[src/common/tcp_tx_pkg.sv]
`default_nettype none

package tcp_tx_pkg;

  // option kind bytes
  localparam logic [7:0] TCP_OPT_NOP       = 8'd1;
  localparam logic [7:0] TCP_OPT_MSS       = 8'd2;
  localparam logic [7:0] TCP_OPT_WIN       = 8'd3;
  localparam logic [7:0] TCP_OPT_SACK_PERM = 8'd4;
  localparam logic [7:0] TCP_OPT_TS        = 8'd8;

  localparam logic [7:0] PROTO_TCP = 8'd6; // pseudo-header protocol

  localparam int MIN_HDR_BYTES = 20;
  localparam int MAX_OPT_WORDS = 6;
  localparam int MAX_HDR_BYTES = MIN_HDR_BYTES + 4 * MAX_OPT_WORDS;

  typedef logic [31:0] opt_word_t;

  // fixed part, wire order
  typedef struct packed {
    logic [15:0] src_port;
    logic [15:0] dst_port;
    logic [31:0] seq_num;
    logic [31:0] ack_num;
    logic [3:0]  offset;
    logic [2:0]  reserved;
    logic [8:0]  flags;
    logic [15:0] win_size;
    logic [15:0] chsum;
    logic [15:0] urg_ptr;
  } tcp_fix_hdr_t;

  // written by fields, read and shifted as bytes
  typedef union packed {
    struct packed {
      tcp_fix_hdr_t                  fix;
      opt_word_t [0:MAX_OPT_WORDS-1] opt;
    } f;
    logic [0:MAX_HDR_BYTES-1][7:0] bytes; // byte 0 first on the wire
  } tcp_hdr_u;

endpackage

`default_nettype wire

[src/checksum/tcp_chsum.sv]
`timescale 1ns/1ps
`default_nettype none

module tcp_chsum import tcp_tx_pkg::*; (
  input  logic        clk,
  input  logic        fsm_rst,
  input  logic        sum_load,
  input  logic        sum_step,
  input  logic [31:0] src_ip,
  input  logic [31:0] dst_ip,
  input  logic [2:0]  opt_words,
  input  logic [15:0] payload_len,
  input  logic [15:0] payload_chsum,
  input  tcp_hdr_u    hdr_bytes,
  output logic [15:0] chsum
);

  // pseudo-header minus its first word, then the whole header register
  localparam int SH_BITS = 16 + 32 + 16 + 16 + $bits(tcp_hdr_u);

  logic [15:0]        tcp_len;
  logic [SH_BITS-1:0] words;
  logic [31:0]        acc;
  logic [16:0]        fold;

  assign tcp_len = 16'(MIN_HDR_BYTES) + {11'd0, opt_words, 2'b00} + payload_len;

  always_ff @(posedge clk) begin
    if (fsm_rst) begin
      acc <= 32'd0;
    end else if (sum_load) begin
      acc <= {16'h0, payload_chsum} + {16'h0, src_ip[31:16]}; // load cycle adds word 0
    end else if (sum_step) begin
      acc <= acc + {16'h0, words[SH_BITS-1 -: 16]};
    end
  end

  always_ff @(posedge clk) begin
    if (sum_load) words <= {src_ip[15:0], dst_ip, 8'h00, PROTO_TCP, tcp_len, hdr_bytes.bytes};
    else if (sum_step) words <= {words[SH_BITS-17:0], 16'h0};
  end

  // acc stays far below 2^21, so two folds are enough
  assign fold  = {1'b0, acc[15:0]} + {1'b0, acc[31:16]};
  assign chsum = ~(fold[15:0] + {15'd0, fold[16]});

endmodule

`default_nettype wire

[src/options/tcp_opt_asm.sv]
`timescale 1ns/1ps
`default_nettype none

module tcp_opt_asm import tcp_tx_pkg::*; (
  input  logic                          clk,
  input  logic                          fsm_rst,
  input  logic                          opt_load,
  input  logic                          opt_shift,
  input  logic [15:0]                   mss,
  input  logic                          mss_pres,
  input  logic [7:0]                    win_scale,
  input  logic                          win_pres,
  input  logic                          sack_perm_pres,
  input  logic [31:0]                   ts_snd,
  input  logic [31:0]                   ts_rec,
  input  logic                          ts_pres,
  output opt_word_t [0:MAX_OPT_WORDS-1] opt_bytes,
  output logic [2:0]                    opt_words
);

  opt_word_t [0:MAX_OPT_WORDS-1] proto; // all possible words, fixed order
  logic      [0:MAX_OPT_WORDS-1] pres;

  always_ff @(posedge clk) begin
    if (fsm_rst) begin
      pres      <= '0;
      opt_words <= 3'd0;
    end else if (opt_load) begin
      pres      <= {mss_pres, win_pres, sack_perm_pres, {3{ts_pres}}}; // ts takes three words
      opt_words <= 3'd0;
    end else if (opt_shift) begin
      pres <= {pres[1:MAX_OPT_WORDS-1], 1'b0};
      if (pres[0]) opt_words <= opt_words + 3'd1;
    end
  end

  always_ff @(posedge clk) begin
    if (opt_load) begin
      proto <= {
        {TCP_OPT_MSS, 8'd4, mss},
        {TCP_OPT_NOP, TCP_OPT_WIN, 8'd3, win_scale},
        {TCP_OPT_NOP, TCP_OPT_NOP, TCP_OPT_SACK_PERM, 8'd2},
        {TCP_OPT_NOP, TCP_OPT_NOP, TCP_OPT_TS, 8'd10},
        ts_snd,
        ts_rec
      };
      opt_bytes <= '0;
    end else if (opt_shift) begin
      proto <= {proto[1:MAX_OPT_WORDS-1], 32'h0};
      // present words land back to back
      if (pres[0]) opt_bytes[opt_words] <= proto[0];
    end
  end

endmodule

`default_nettype wire

[src/tcp_tx_cnt.sv]
`timescale 1ns/1ps
`default_nettype none

module tcp_tx_cnt (
  input  logic       clk,
  input  logic       fsm_rst,
  input  logic       load,
  input  logic [7:0] value,
  input  logic       step,
  output logic       last
);

  logic [7:0] count;
  logic       armed;

  always_ff @(posedge clk) begin
    if (fsm_rst) begin
      count <= 8'd0;
      armed <= 1'b0;
    end else if (load) begin
      count <= value - 8'd1; // last shows after value cycles
      armed <= 1'b1;
    end else if (step) begin
      if (count == 8'd0) armed <= 1'b0;
      else count <= count - 8'd1;
    end
  end

  assign last = armed && (count == 8'd0);

  // step comes from the controller busy level, so every busy cycle must be covered
  a_step_armed: assert property (@(posedge clk) disable iff (fsm_rst) step |-> armed)
    else $error("counter stepped while not armed");

endmodule

`default_nettype wire

[src/tcp_tx_ctrl.sv]
`timescale 1ns/1ps
`default_nettype none

module tcp_tx_ctrl import tcp_tx_pkg::*; (
  input  logic        clk,
  input  logic        fsm_rst,
  input  logic        hdr_v,
  input  logic [2:0]  opt_words,
  input  logic [15:0] payload_len,
  input  logic        cnt_last,
  output logic        cnt_load,
  output logic [7:0]  cnt_value,
  output logic        opt_load,
  output logic        opt_shift,
  output logic        build,
  output logic        sum_load,
  output logic        sum_step,
  output logic        seal,
  output logic        send,
  output logic        busy
);

  // one-hot state codes
  localparam logic [5:0] IDLE  = 6'b000001;
  localparam logic [5:0] OPT   = 6'b000010;
  localparam logic [5:0] BUILD = 6'b000100;
  localparam logic [5:0] SUM   = 6'b001000;
  localparam logic [5:0] SEAL  = 6'b010000;
  localparam logic [5:0] SEND  = 6'b100000;

  logic [5:0] state;
  logic [7:0] hdr_len;    // offset * 4
  logic [7:0] sum_cycles; // 6 pseudo words + 2 * offset
  logic [7:0] seg_len;    // segment limited to 255 bytes by the counter

  assign hdr_len    = 8'(MIN_HDR_BYTES) + {3'd0, opt_words, 2'b00};
  assign sum_cycles = 8'd6 + {1'b0, hdr_len[7:1]};
  assign seg_len    = hdr_len + payload_len[7:0];

  // length of the phase being entered
  always_comb begin
    cnt_load  = 1'b0;
    cnt_value = 8'd0;
    case (state)
      IDLE: begin
        cnt_load  = hdr_v;
        cnt_value = 8'(MAX_OPT_WORDS); // one cycle per prototype word
      end
      OPT: begin
        cnt_load  = cnt_last;
        cnt_value = 8'd1;
      end
      BUILD: begin
        cnt_load  = cnt_last;
        cnt_value = sum_cycles;
      end
      SUM: begin
        cnt_load  = cnt_last;
        cnt_value = 8'd1;
      end
      SEAL: begin
        cnt_load  = cnt_last;
        cnt_value = seg_len;
      end
      default: ;
    endcase
  end

  always_ff @(posedge clk) begin
    if (fsm_rst) begin
      state    <= IDLE;
      sum_load <= 1'b0;
    end else begin
      sum_load <= build; // header register is valid one cycle after build
      case (state)
        IDLE:    if (hdr_v) state <= OPT;
        OPT:     if (cnt_last) state <= BUILD;
        BUILD:   if (cnt_last) state <= SUM;
        SUM:     if (cnt_last) state <= SEAL;
        SEAL:    if (cnt_last) state <= SEND;
        SEND:    if (cnt_last) state <= IDLE;
        default: state <= IDLE;
      endcase
    end
  end

  assign opt_load  = (state == IDLE) && hdr_v; // start pulses while busy are dropped
  assign opt_shift = (state == OPT);
  assign build     = (state == BUILD);
  assign sum_step  = (state == SUM);
  assign seal      = (state == SEAL);
  assign send      = (state == SEND);
  assign busy      = (state != IDLE);

  a_state_onehot: assert property (@(posedge clk) disable iff (fsm_rst) $onehot(state))
    else $error("controller state not one-hot");

  // seal lasts one cycle and the send run behind it is longer than one byte
  a_send_phase: assert property (@(posedge clk) disable iff (fsm_rst)
    seal |-> cnt_last ##1 (send && !cnt_last))
    else $error("send phase not entered from a single seal cycle");

endmodule

`default_nettype wire

[src/tcp_tx_ser.sv]
`timescale 1ns/1ps
`default_nettype none

module tcp_tx_ser import tcp_tx_pkg::*; #(
  parameter int RAM_DEPTH = 10
) (
  input  logic                          clk,
  input  logic                          fsm_rst,
  input  logic                          build,
  input  logic                          seal,
  input  logic                          send,
  input  logic [15:0]                   src_port,
  input  logic [15:0]                   dst_port,
  input  logic [31:0]                   seq_num,
  input  logic [31:0]                   ack_num,
  input  logic [8:0]                    flags,
  input  logic [15:0]                   win_size,
  input  logic [15:0]                   urg_ptr,
  input  opt_word_t [0:MAX_OPT_WORDS-1] opt_bytes,
  input  logic [2:0]                    opt_words,
  input  logic [15:0]                   payload_len,
  input  logic [15:0]                   chsum,
  input  logic [7:0]                    queue_data,
  output tcp_hdr_u                      hdr_bytes,
  output logic [RAM_DEPTH-1:0]          queue_addr,
  output logic [7:0]                    d,
  output logic                          v,
  output logic                          sof,
  output logic                          eof
);

  logic [15:0] hdr_len;
  logic [15:0] seg_len;
  logic [15:0] byte_idx; // position of the byte on d

  assign hdr_len = 16'(MIN_HDR_BYTES) + {11'd0, opt_words, 2'b00};
  assign seg_len = hdr_len + payload_len;

  always_ff @(posedge clk) begin
    if (build) begin
      hdr_bytes.f.fix.src_port <= src_port;
      hdr_bytes.f.fix.dst_port <= dst_port;
      hdr_bytes.f.fix.seq_num  <= seq_num;
      hdr_bytes.f.fix.ack_num  <= ack_num;
      hdr_bytes.f.fix.offset   <= 4'd5 + {1'b0, opt_words};
      hdr_bytes.f.fix.reserved <= 3'd0;
      hdr_bytes.f.fix.flags    <= flags;
      hdr_bytes.f.fix.win_size <= win_size;
      hdr_bytes.f.fix.chsum    <= 16'h0; // zero while the sum runs
      hdr_bytes.f.fix.urg_ptr  <= urg_ptr;
      hdr_bytes.f.opt          <= opt_bytes;
    end else if (seal) begin
      hdr_bytes.bytes[16] <= chsum[15:8];
      hdr_bytes.bytes[17] <= chsum[7:0];
    end else if (send) begin
      hdr_bytes.bytes <= {hdr_bytes.bytes[1:MAX_HDR_BYTES-1], 8'h00};
    end
  end

  always_ff @(posedge clk) begin
    if (fsm_rst) begin
      byte_idx   <= 16'd0;
      queue_addr <= '0;
    end else if (build) begin
      byte_idx   <= 16'd0;
      queue_addr <= seq_num[RAM_DEPTH-1:0]; // payload starts at seq_num in the queue
    end else if (send) begin
      byte_idx <= byte_idx + 16'd1;
      // ram read takes a cycle, so the address runs one byte ahead
      if (byte_idx >= hdr_len - 16'd1) queue_addr <= queue_addr + RAM_DEPTH'(1);
    end
  end

  assign d   = (byte_idx < hdr_len) ? hdr_bytes.bytes[0] : queue_data;
  assign v   = send;
  assign sof = send && (byte_idx == 16'd0);
  assign eof = send && (byte_idx == seg_len - 16'd1);

  // the controller counter and the byte index must agree on the last byte
  a_eof_end: assert property (@(posedge clk) disable iff (fsm_rst) eof |-> v ##1 !v)
    else $error("eof without v or stream continues after eof");

endmodule

`default_nettype wire

[src/tcp_tx_top.sv]
`timescale 1ns/1ps
`default_nettype none

module tcp_tx_top import tcp_tx_pkg::*; #(
  parameter int RAM_DEPTH = 10
) (
  input  logic                 clk,
  input  logic                 fsm_rst,
  input  logic                 hdr_v,
  input  logic [15:0]          src_port,
  input  logic [15:0]          dst_port,
  input  logic [31:0]          seq_num,
  input  logic [31:0]          ack_num,
  input  logic [8:0]           flags,
  input  logic [15:0]          win_size,
  input  logic [15:0]          urg_ptr,
  input  logic [31:0]          src_ip,
  input  logic [31:0]          dst_ip,
  input  logic [15:0]          payload_len,
  input  logic [15:0]          payload_chsum,
  input  logic [15:0]          mss,
  input  logic                 mss_pres,
  input  logic [7:0]           win_scale,
  input  logic                 win_pres,
  input  logic                 sack_perm_pres,
  input  logic [31:0]          ts_snd,
  input  logic [31:0]          ts_rec,
  input  logic                 ts_pres,
  output logic [RAM_DEPTH-1:0] queue_addr,
  input  logic [7:0]           queue_data,
  output logic [7:0]           d,
  output logic                 v,
  output logic                 sof,
  output logic                 eof,
  output logic                 busy
);

  logic opt_load, opt_shift, build, sum_load, sum_step, seal, send;
  logic cnt_load, cnt_last;
  logic [7:0] cnt_value;
  opt_word_t [0:MAX_OPT_WORDS-1] opt_bytes;
  logic [2:0] opt_words;
  tcp_hdr_u hdr_bytes;
  logic [15:0] chsum;

  // segment fields held for the whole segment
  logic [15:0] src_port_q, dst_port_q, win_size_q, urg_ptr_q;
  logic [31:0] seq_num_q, ack_num_q, src_ip_q, dst_ip_q;
  logic [8:0]  flags_q;
  logic [15:0] payload_len_q, payload_chsum_q;

  always_ff @(posedge clk) begin
    if (opt_load) begin // accepted start pulse
      src_port_q      <= src_port;
      dst_port_q      <= dst_port;
      seq_num_q       <= seq_num;
      ack_num_q       <= ack_num;
      flags_q         <= flags;
      win_size_q      <= win_size;
      urg_ptr_q       <= urg_ptr;
      src_ip_q        <= src_ip;
      dst_ip_q        <= dst_ip;
      payload_len_q   <= payload_len;
      payload_chsum_q <= payload_chsum;
    end
  end

  tcp_tx_ctrl tcp_tx_ctrl_i (
    .clk(clk), .fsm_rst(fsm_rst), .hdr_v(hdr_v), .opt_words(opt_words),
    .payload_len(payload_len_q), .cnt_last(cnt_last), .cnt_load(cnt_load),
    .cnt_value(cnt_value), .opt_load(opt_load), .opt_shift(opt_shift), .build(build),
    .sum_load(sum_load), .sum_step(sum_step), .seal(seal), .send(send), .busy(busy)
  );

  // phase counter ticks on every busy cycle
  tcp_tx_cnt tcp_tx_cnt_i (
    .clk(clk), .fsm_rst(fsm_rst), .load(cnt_load), .value(cnt_value),
    .step(busy), .last(cnt_last)
  );

  tcp_opt_asm tcp_opt_asm_i (
    .clk(clk), .fsm_rst(fsm_rst), .opt_load(opt_load), .opt_shift(opt_shift),
    .mss(mss), .mss_pres(mss_pres), .win_scale(win_scale), .win_pres(win_pres),
    .sack_perm_pres(sack_perm_pres), .ts_snd(ts_snd), .ts_rec(ts_rec), .ts_pres(ts_pres),
    .opt_bytes(opt_bytes), .opt_words(opt_words)
  );

  tcp_chsum tcp_chsum_i (
    .clk(clk), .fsm_rst(fsm_rst), .sum_load(sum_load), .sum_step(sum_step),
    .src_ip(src_ip_q), .dst_ip(dst_ip_q), .opt_words(opt_words),
    .payload_len(payload_len_q), .payload_chsum(payload_chsum_q),
    .hdr_bytes(hdr_bytes), .chsum(chsum)
  );

  tcp_tx_ser #(.RAM_DEPTH(RAM_DEPTH)) tcp_tx_ser_i (
    .clk(clk), .fsm_rst(fsm_rst), .build(build), .seal(seal), .send(send),
    .src_port(src_port_q), .dst_port(dst_port_q), .seq_num(seq_num_q),
    .ack_num(ack_num_q), .flags(flags_q), .win_size(win_size_q), .urg_ptr(urg_ptr_q),
    .opt_bytes(opt_bytes), .opt_words(opt_words), .payload_len(payload_len_q),
    .chsum(chsum), .queue_data(queue_data), .hdr_bytes(hdr_bytes),
    .queue_addr(queue_addr), .d(d), .v(v), .sof(sof), .eof(eof)
  );

endmodule

`default_nettype wire
[config.mk]
export PLATFORM = sky130hd
export DESIGN_NAME = tcp_tx_top
export DESIGN_NICKNAME = d
export VERILOG_FILES = /design/src/common/tcp_tx_pkg.sv /design/src/checksum/tcp_chsum.sv /design/src/options/tcp_opt_asm.sv /design/src/tcp_tx_cnt.sv /design/src/tcp_tx_ctrl.sv /design/src/tcp_tx_ser.sv /design/src/tcp_tx_top.sv
export SDC_FILE = /design/constraint.sdc
export NUM_CORES = 2
export LEC_CHECK = 0
export BUFFER_PORTS_ARGS = -buffer_cell sky130_fd_sc_hd__buf_2
export CAP_MARGIN = 20
export CORE_ASPECT_RATIO = 0.9
export CORE_MARGIN = 5
export CORE_UTILIZATION = 55
export DETAILED_ROUTE_END_ITERATION = 8
export GPL_TIMING_DRIVEN = 1
export PLACE_DENSITY = 0.78
export SLEW_MARGIN = 15
export SYNTH_ARGS = -nofsm -noshare
export SYNTH_HDL_FRONTEND = slang
export SYNTH_HIERARCHICAL = 1
export SYNTH_SLANG_ARGS = --single-unit
[constraint.sdc]
create_clock -name clk -period 10.7 [get_ports clk]
set_input_delay 1.07 -clock clk [delete_from_list [all_inputs] [get_ports clk]]
set_output_delay 1.07 -clock clk [all_outputs]
set_load 0.05 [all_outputs]
After elaboration in Yosys (flattened, before gate mapping) --
Index checks and enable logic that the tools add are counted.
Word-level totals: register bits after elaboration 1484, output and inout port bits 22
Cells by class: $add $sub $neg 17, $lt $le $gt $ge 4, eq/ne operators 16, mux-type cells 35, bitwise logic cells 3, reduce and logical (&&, ||, !) cells 25
Operator list (number):
- $mux 432 | 2
- $mux 352 | 2
- $mux 176 | 2
- $mux 208 | 1
- $bwmux 192 | 1
- $mux 128 | 1
- $demux 32 s3 | 1
- $mux 32 | 3
- $mux 6 | 8
- $pmux 6 s6 | 1
- $add 16x16->17 | 2
- $add 32x16->32 | 1
- $mux 8 | 4
- $pmux 8 s4 | 1
- $sub 16x1->16 const B | 2
- $mux 10 | 3
- $add 16x1->16 | 1
- $add 16x1->16 const B | 1
- $add 16x16->16 | 1
- $eq 16x16->1 | 1
- $ge 16x16->1 | 1
- $logic_not 16->1 | 1
- $lt 16x16->1 | 1
- $mux 16 | 1
- 30 further kinds | 57

Depth between registers and ports, before layout --
depth after elaboration 6, mapped depth 22, mapped depth without buffers 22

Modules after synthesis --
Netlist, hierarchy kept.
Modules (own cells, without submodules):
- tcp_chsum | times used 1, cells an instance 1578, area each 21349.2 µm², sequential area each 13452.9 µm²
- tcp_tx_ser | times used 1, cells an instance 1181, area each 16588.4 µm², sequential area each 10900.5 µm²
- tcp_opt_asm | times used 1, cells an instance 1268, area each 15082.0 µm², sequential area each 8748.4 µm²
- tcp_tx_top | times used 1, cells an instance 233, area each 6996.7 µm², sequential area each 6996.7 µm²
- tcp_tx_ctrl | times used 1, cells an instance 108, area each 842.1 µm², sequential area each 140.1 µm²
- tcp_tx_cnt | times used 1, cells an instance 76, area each 640.6 µm², sequential area each 180.2 µm²

Least setup slack after synthesis --
OpenSTA, ideal clock, no wires.
path kind reg-to-reg, start register tcp_tx_ctrl_i.state[5], end register tcp_chsum_i.acc[16], arrival time 10831 ps, slack -255 ps, cell stages (with the launch flop) 7, buffers on the path 0, path through dfxtp_1 > or3_4 > nor3_1 > clkinv_1 > nand2_1 > nor2_1 > a2111oi_2
Between the ends: cells in the longest elaborated chain, start to end 2
RTL lines:
- start: declaration | line tcp_tx_ctrl.sv:31 | logic [5:0] state;
- start signal: assignment | line tcp_tx_ctrl.sv:71 | state <= IDLE;
- start signal: assignment | line tcp_tx_ctrl.sv:76 | IDLE: if (hdr_v) state <= OPT;
- start signal: assignment | line tcp_tx_ctrl.sv:77 | OPT: if (cnt_last) state <= BUILD;
- $eq 6x4->1 | line tcp_tx_ctrl.sv:90 | assign sum_step = (state == SUM);
- net sum_step | line tcp_tx_top.sv:38 | logic opt_load, opt_shift, build, sum_load, sum_step, seal, send;
- $reduce_bool 2->1 (no line)
- end signal: assignment | line tcp_chsum.sv:32 | acc <= {16'h0, payload_chsum} + {16'h0, src_ip[31:16]};
- end signal: assignment | line tcp_chsum.sv:34 | acc <= acc + {16'h0, words[SH_BITS-1 -: 16]};
- end: declaration | line tcp_chsum.sv:23 | logic [31:0] acc;
The timed path passes the listed nets, and every way through them passes these cells. A chain may end at the register's enable or synchronous reset.

Worst setup path after layout --
start register tcp_opt_asm_i.opt_words[0], end output port eof
Between the ends: cells in the longest elaborated chain, start to end 5
RTL lines:
- start: declaration | line tcp_opt_asm.sv:18 | output logic [2:0] opt_words
- start signal: assignment | line tcp_opt_asm.sv:33 | if (pres[0]) opt_words <= opt_words + 3'd1;
- $add 5x5->6 | line tcp_tx_ser.sv:36 | assign hdr_len = 16'(MIN_HDR_BYTES) + {11'd0, opt_words, 2'b00};
- $add 16x16->16 | line tcp_tx_ser.sv:37 | assign seg_len = hdr_len + payload_len;
- $sub 16x1->16 | line tcp_tx_ser.sv:77 | assign eof = send && (byte_idx == seg_len - 16'd1);
- $eq 16x16->1 | line tcp_tx_ser.sv:77
- $logic_and 1x1->1 | line tcp_tx_ser.sv:77
- end: declaration | line tcp_tx_top.sv:34 | output logic eof,
No other way between the ends.

==> run metrics <==
run status completed; core outline area about 110,000 sq um; predominant post-synthesis flop cell sky130_fd_sc_hd__edfxtp_1; sequential element share of the synthesized area 0.6572; standard-cell row count between 100 and 150; final critical-path required period 6.136 ns; post-synthesis cell count approximately 4,400; number of cells in the finished layout apart from fillers around 6,300; largest net degree at the start of global routing roughly 220; maximum buffer depth of the clock tree 3; number of top-level design ports 358; Detail Placement HPWL slightly below 90 mm; clock tree skew after final layout ~0.032 ns; die width ~360 microns; per-cell routed wire length 23.21 microns; total number of vias approximately 38,000; number of synthesized flops with an enable pin between 1,000 and 1,500; unrepaired setup endpoints after global routing false; actual slew at the worst max-slew pin 1.168 ns; XOR/XNOR Fraction of Synth Area 0.01709; Pwr per Cell Area approximately 180 nW/um^2; setup_tns 0 ns; Post-synth top cells sky130_fd_sc_hd__edfxtp_1, sky130_fd_sc_hd__a22o_1, sky130_fd_sc_hd__dfxtp_1; Syn. warnings 6; starting density of the core 0.5532; area fraction in and, or, nand and nor cells after synthesis 0.07931; net count of the mapped netlist 4,875; worst setup path startpoint tcp_opt_asm_i/opt_words[0]; Internal Power ~0.0096 W; final weighted congestion in routability-driven placement between 0.8 and 0.9; Max IR drop VDD 0.1826 mV; Vias per Instance 6.066; final total power ~0.012 W; number of clock buffers inserted by TritonCTS between 100 and 150; final setup vio count 0; top-count cell post-synth sky130_fd_sc_hd__edfxtp_1; Static Leak between 20 and 30 nW; Setup CP Type register to output pin; Flop pwr share 0.523; placed inst area 64,270 sq um; headroom to the max-slew limit 0.2215; HP Class register to register; Comb power frac 0.044; Critical Path Source Type register; fraction of registers with async set/reset 0; Global Route Usage Sum 0.2382; number of hold buffers added after CTS 0; dominant combinational cell family by area after synthesis compound AO/OA/AOI/OAI gates; initial antenna violation count 2; critical path's largest stage delay approximately 0.79 ns; hold wc startpoint tcp_opt_asm_i/proto[48]; count of TritonRoute iterations in the first routing pass 5; max-cap violations 0; power spent charging and discharging nets 0.002606 W; Worst EP required about 9.6 ns; number of placed instances, taps included ~6,000; CP endpoint kind output pin; Max H-tree Level 4; net switching fraction of the power 0.2143; Final Instance Area 69,300 sq um; FMAX 163.0 MHz; post-synth cell types 100; insertion delay to the later sink of the worst-skew pair 0.78 ns; max-slew violation total from the final report 0; fraction of post-synthesis cell area in the top cell type by area 0.5225; number of register bits inferred by synthesis between 1,000 and 1,500; CP arrival 5.07 ns; critical-path cell list ha_1, inv_1, ha_1, inv_1, ha_1, nor2_1, a211oi_1, o21ai_0, nor2b_1, o21ai_0, mux2i_1, or4_1, a211oi_2, buf_2; multiplexer share of the synthesized area 0.05827; fraction of the mapped netlist area in compound gates 0.1424; Post-CTS Setup Repair Bufs 0; relative contribution of the clock network to total power 0.433; first-pass GRT wire length about 220 mm; cell taking the most area after synthesis sky130_fd_sc_hd__edfxtp_1; iteration-0 DRC count of the detailed router 4,017; CTS sink cnt around 1,500; clock edge transition at the registers on the reported setup and hold paths 0.06 ns; total die area ~120,000 sq um; leftover overflow at the end of global routing 0; IO buf count about 360; Max stage delay cell, worst path sky130_fd_sc_hd__dfxtp_1; floorplan die height 327.2 microns; r2r startpoint tcp_chsum_i/acc[16]; fraction of layout instances using a drive strength above 1 0.1411; final net count approximately 5,000; Resized cells post-CTS 0; Post-Synthesis Mean Instance Area 13.84 sq um; number of design rule violations left after detail routing 0; cell seen most often among critical-path stages sky130_fd_sc_hd__ha_1; Detailed Route WL approximately 150 mm; fraction of the cycle the final worst path needs 0.5734; growth of design area from synthesis to finish 12.68%; cell at the root of the clock tree sky130_fd_sc_hd__clkbuf_16; Cell Area, Synth ~61,000 sq um; leading cell types by total area after synthesis sky130_fd_sc_hd__edfxtp_1, sky130_fd_sc_hd__dfxtp_1, sky130_fd_sc_hd__a22o_1; Critical Path Fanout Max 19; number of nets still failing antenna checks after routing 0; adder and majority gate portion of the synthesized area 0.02022; hold violation count in the final report 0; number of global-route vias before repair 37,680; TritonCTS clock tree done
## worst paths after layout
| check | slack [ns] | to | cells past startpoint |
|---|---|---|---|
| min | 0.46 | tcp_opt_asm_i/proto[80] | 1 |
| max | 4.56 | eof | 14 |
| min reg2reg | 0.46 | tcp_opt_asm_i/proto[80] | 1 |
| max reg2reg | 5.80 | tcp_tx_ser_i/hdr_bytes[223] | 22 |
## stage by stage
step	utilization	hold WS, ns	setup WS, ns
2_1_floorplan	-	0.4314	1.275
3_5_place_dp	0.5780	0.4431	5.431
5_1_grt	0.6232	0.4442	4.198
6_report	0.6233	0.4610	4.564
3_3_place_gp	0.5780	0.4371	5.496
4_1_cts	0.6227	0.4047	4.581
## kinds of logic (layout without fill, tap and decap cells)
| logic type | Yosys count | in the layout |
|---|---|---|
| flops | 1484 | 1484 |
| xor+xnor | 120 | 120 |
| compound gates | 1086 | 1086 |
| fa+ha+maj | 96 | 96 |
| mux | 356 | 356 |
| simple gates | 932 | 932 |
| other cells | 0 | 3 |
| buf+inv | 370 | 730 |
## layout by cell type, fill, tap and decap left out, types with 34 or more instances in the layout
cell type / n
sky130_fd_sc_hd__a21oi_1: 94
sky130_fd_sc_hd__a22o_1: 734
sky130_fd_sc_hd__and2_1: 64
sky130_fd_sc_hd__buf_2: 357
sky130_fd_sc_hd__clkbuf_1: 45
sky130_fd_sc_hd__clkbuf_16: 152
sky130_fd_sc_hd__dfxtp_1: 413
sky130_fd_sc_hd__edfxtp_1: 1070
sky130_fd_sc_hd__ha_1: 89
sky130_fd_sc_hd__inv_1: 61
sky130_fd_sc_hd__mux2i_1: 340
sky130_fd_sc_hd__nand2_1: 176
sky130_fd_sc_hd__nand2b_1: 241
sky130_fd_sc_hd__nand3_1: 34
sky130_fd_sc_hd__nor2_1: 238
sky130_fd_sc_hd__o21ai_0: 85
sky130_fd_sc_hd__xnor2_1: 63
sky130_fd_sc_hd__xor2_1: 57
## flip-flops by register name, summed over array words and instances (netlist names), 32 cells and up
signal and flops:
tcp_chsum_i/words 432, tcp_tx_ser_i/hdr_bytes 352, tcp_opt_asm_i/opt_bytes 192, tcp_opt_asm_i/proto 192, ack_num_q 32, dst_ip_q 32, seq_num_q 32, src_ip_q 32
tcp_chsum_i/acc 32
## final cells by class
type | count | area (sq um)
antenna | 3 | 7.507
clock buffer | 217 | 4248
clock inverter | 53 | 719.4
fill | 8158 | 41880
inverter | 63 | 244.0
multi-input combinational | 2590 | 19580
sequential | 1484 | 40420
tap | 1475 | 1846
timing repair buffer | 397 | 2227
## routing by layer
layer	routed length [microns]	part of all wire	track usage	vias to the layer above
met3	8916	0.061	0.03260	236
met5	0	0	0	-
met4	4753	0.033	0.08752	0
met1	59900	0.41	0.3202	19060
met2	72240	0.50	0.3990	1379
li1	-	-	-	17430
## power groups by stage
| stage | Clock [W] | Combinational, W | Sequential [W] |
|---|---|---|---|
| 6_report | 0.00526 | 0.000541 | 0.00636 |
| 4_1_cts | 0.00535 | 0.000538 | 0.00636 |
| 5_1_grt | 0.00559 | 0.000589 | 0.00636 |
| 3_3_place_gp | 0 | 0.000529 | 0.00648 |
| 2_1_floorplan | 0 | 0.000356 | 0.00645 |
| 3_5_place_dp | 0 | 0.000534 | 0.00648 |
## critical path: cells and delay by family (launching register included)
kind            cells  cell delay (ns)
fa+ha+maj           3             0.85
compound gates      4             0.88
buf+inv             3             0.48
simple gates        3             1.14
flops               1             0.79
mux                 1             0.14
No activity file was read; power rests on OpenSTA's default activity.
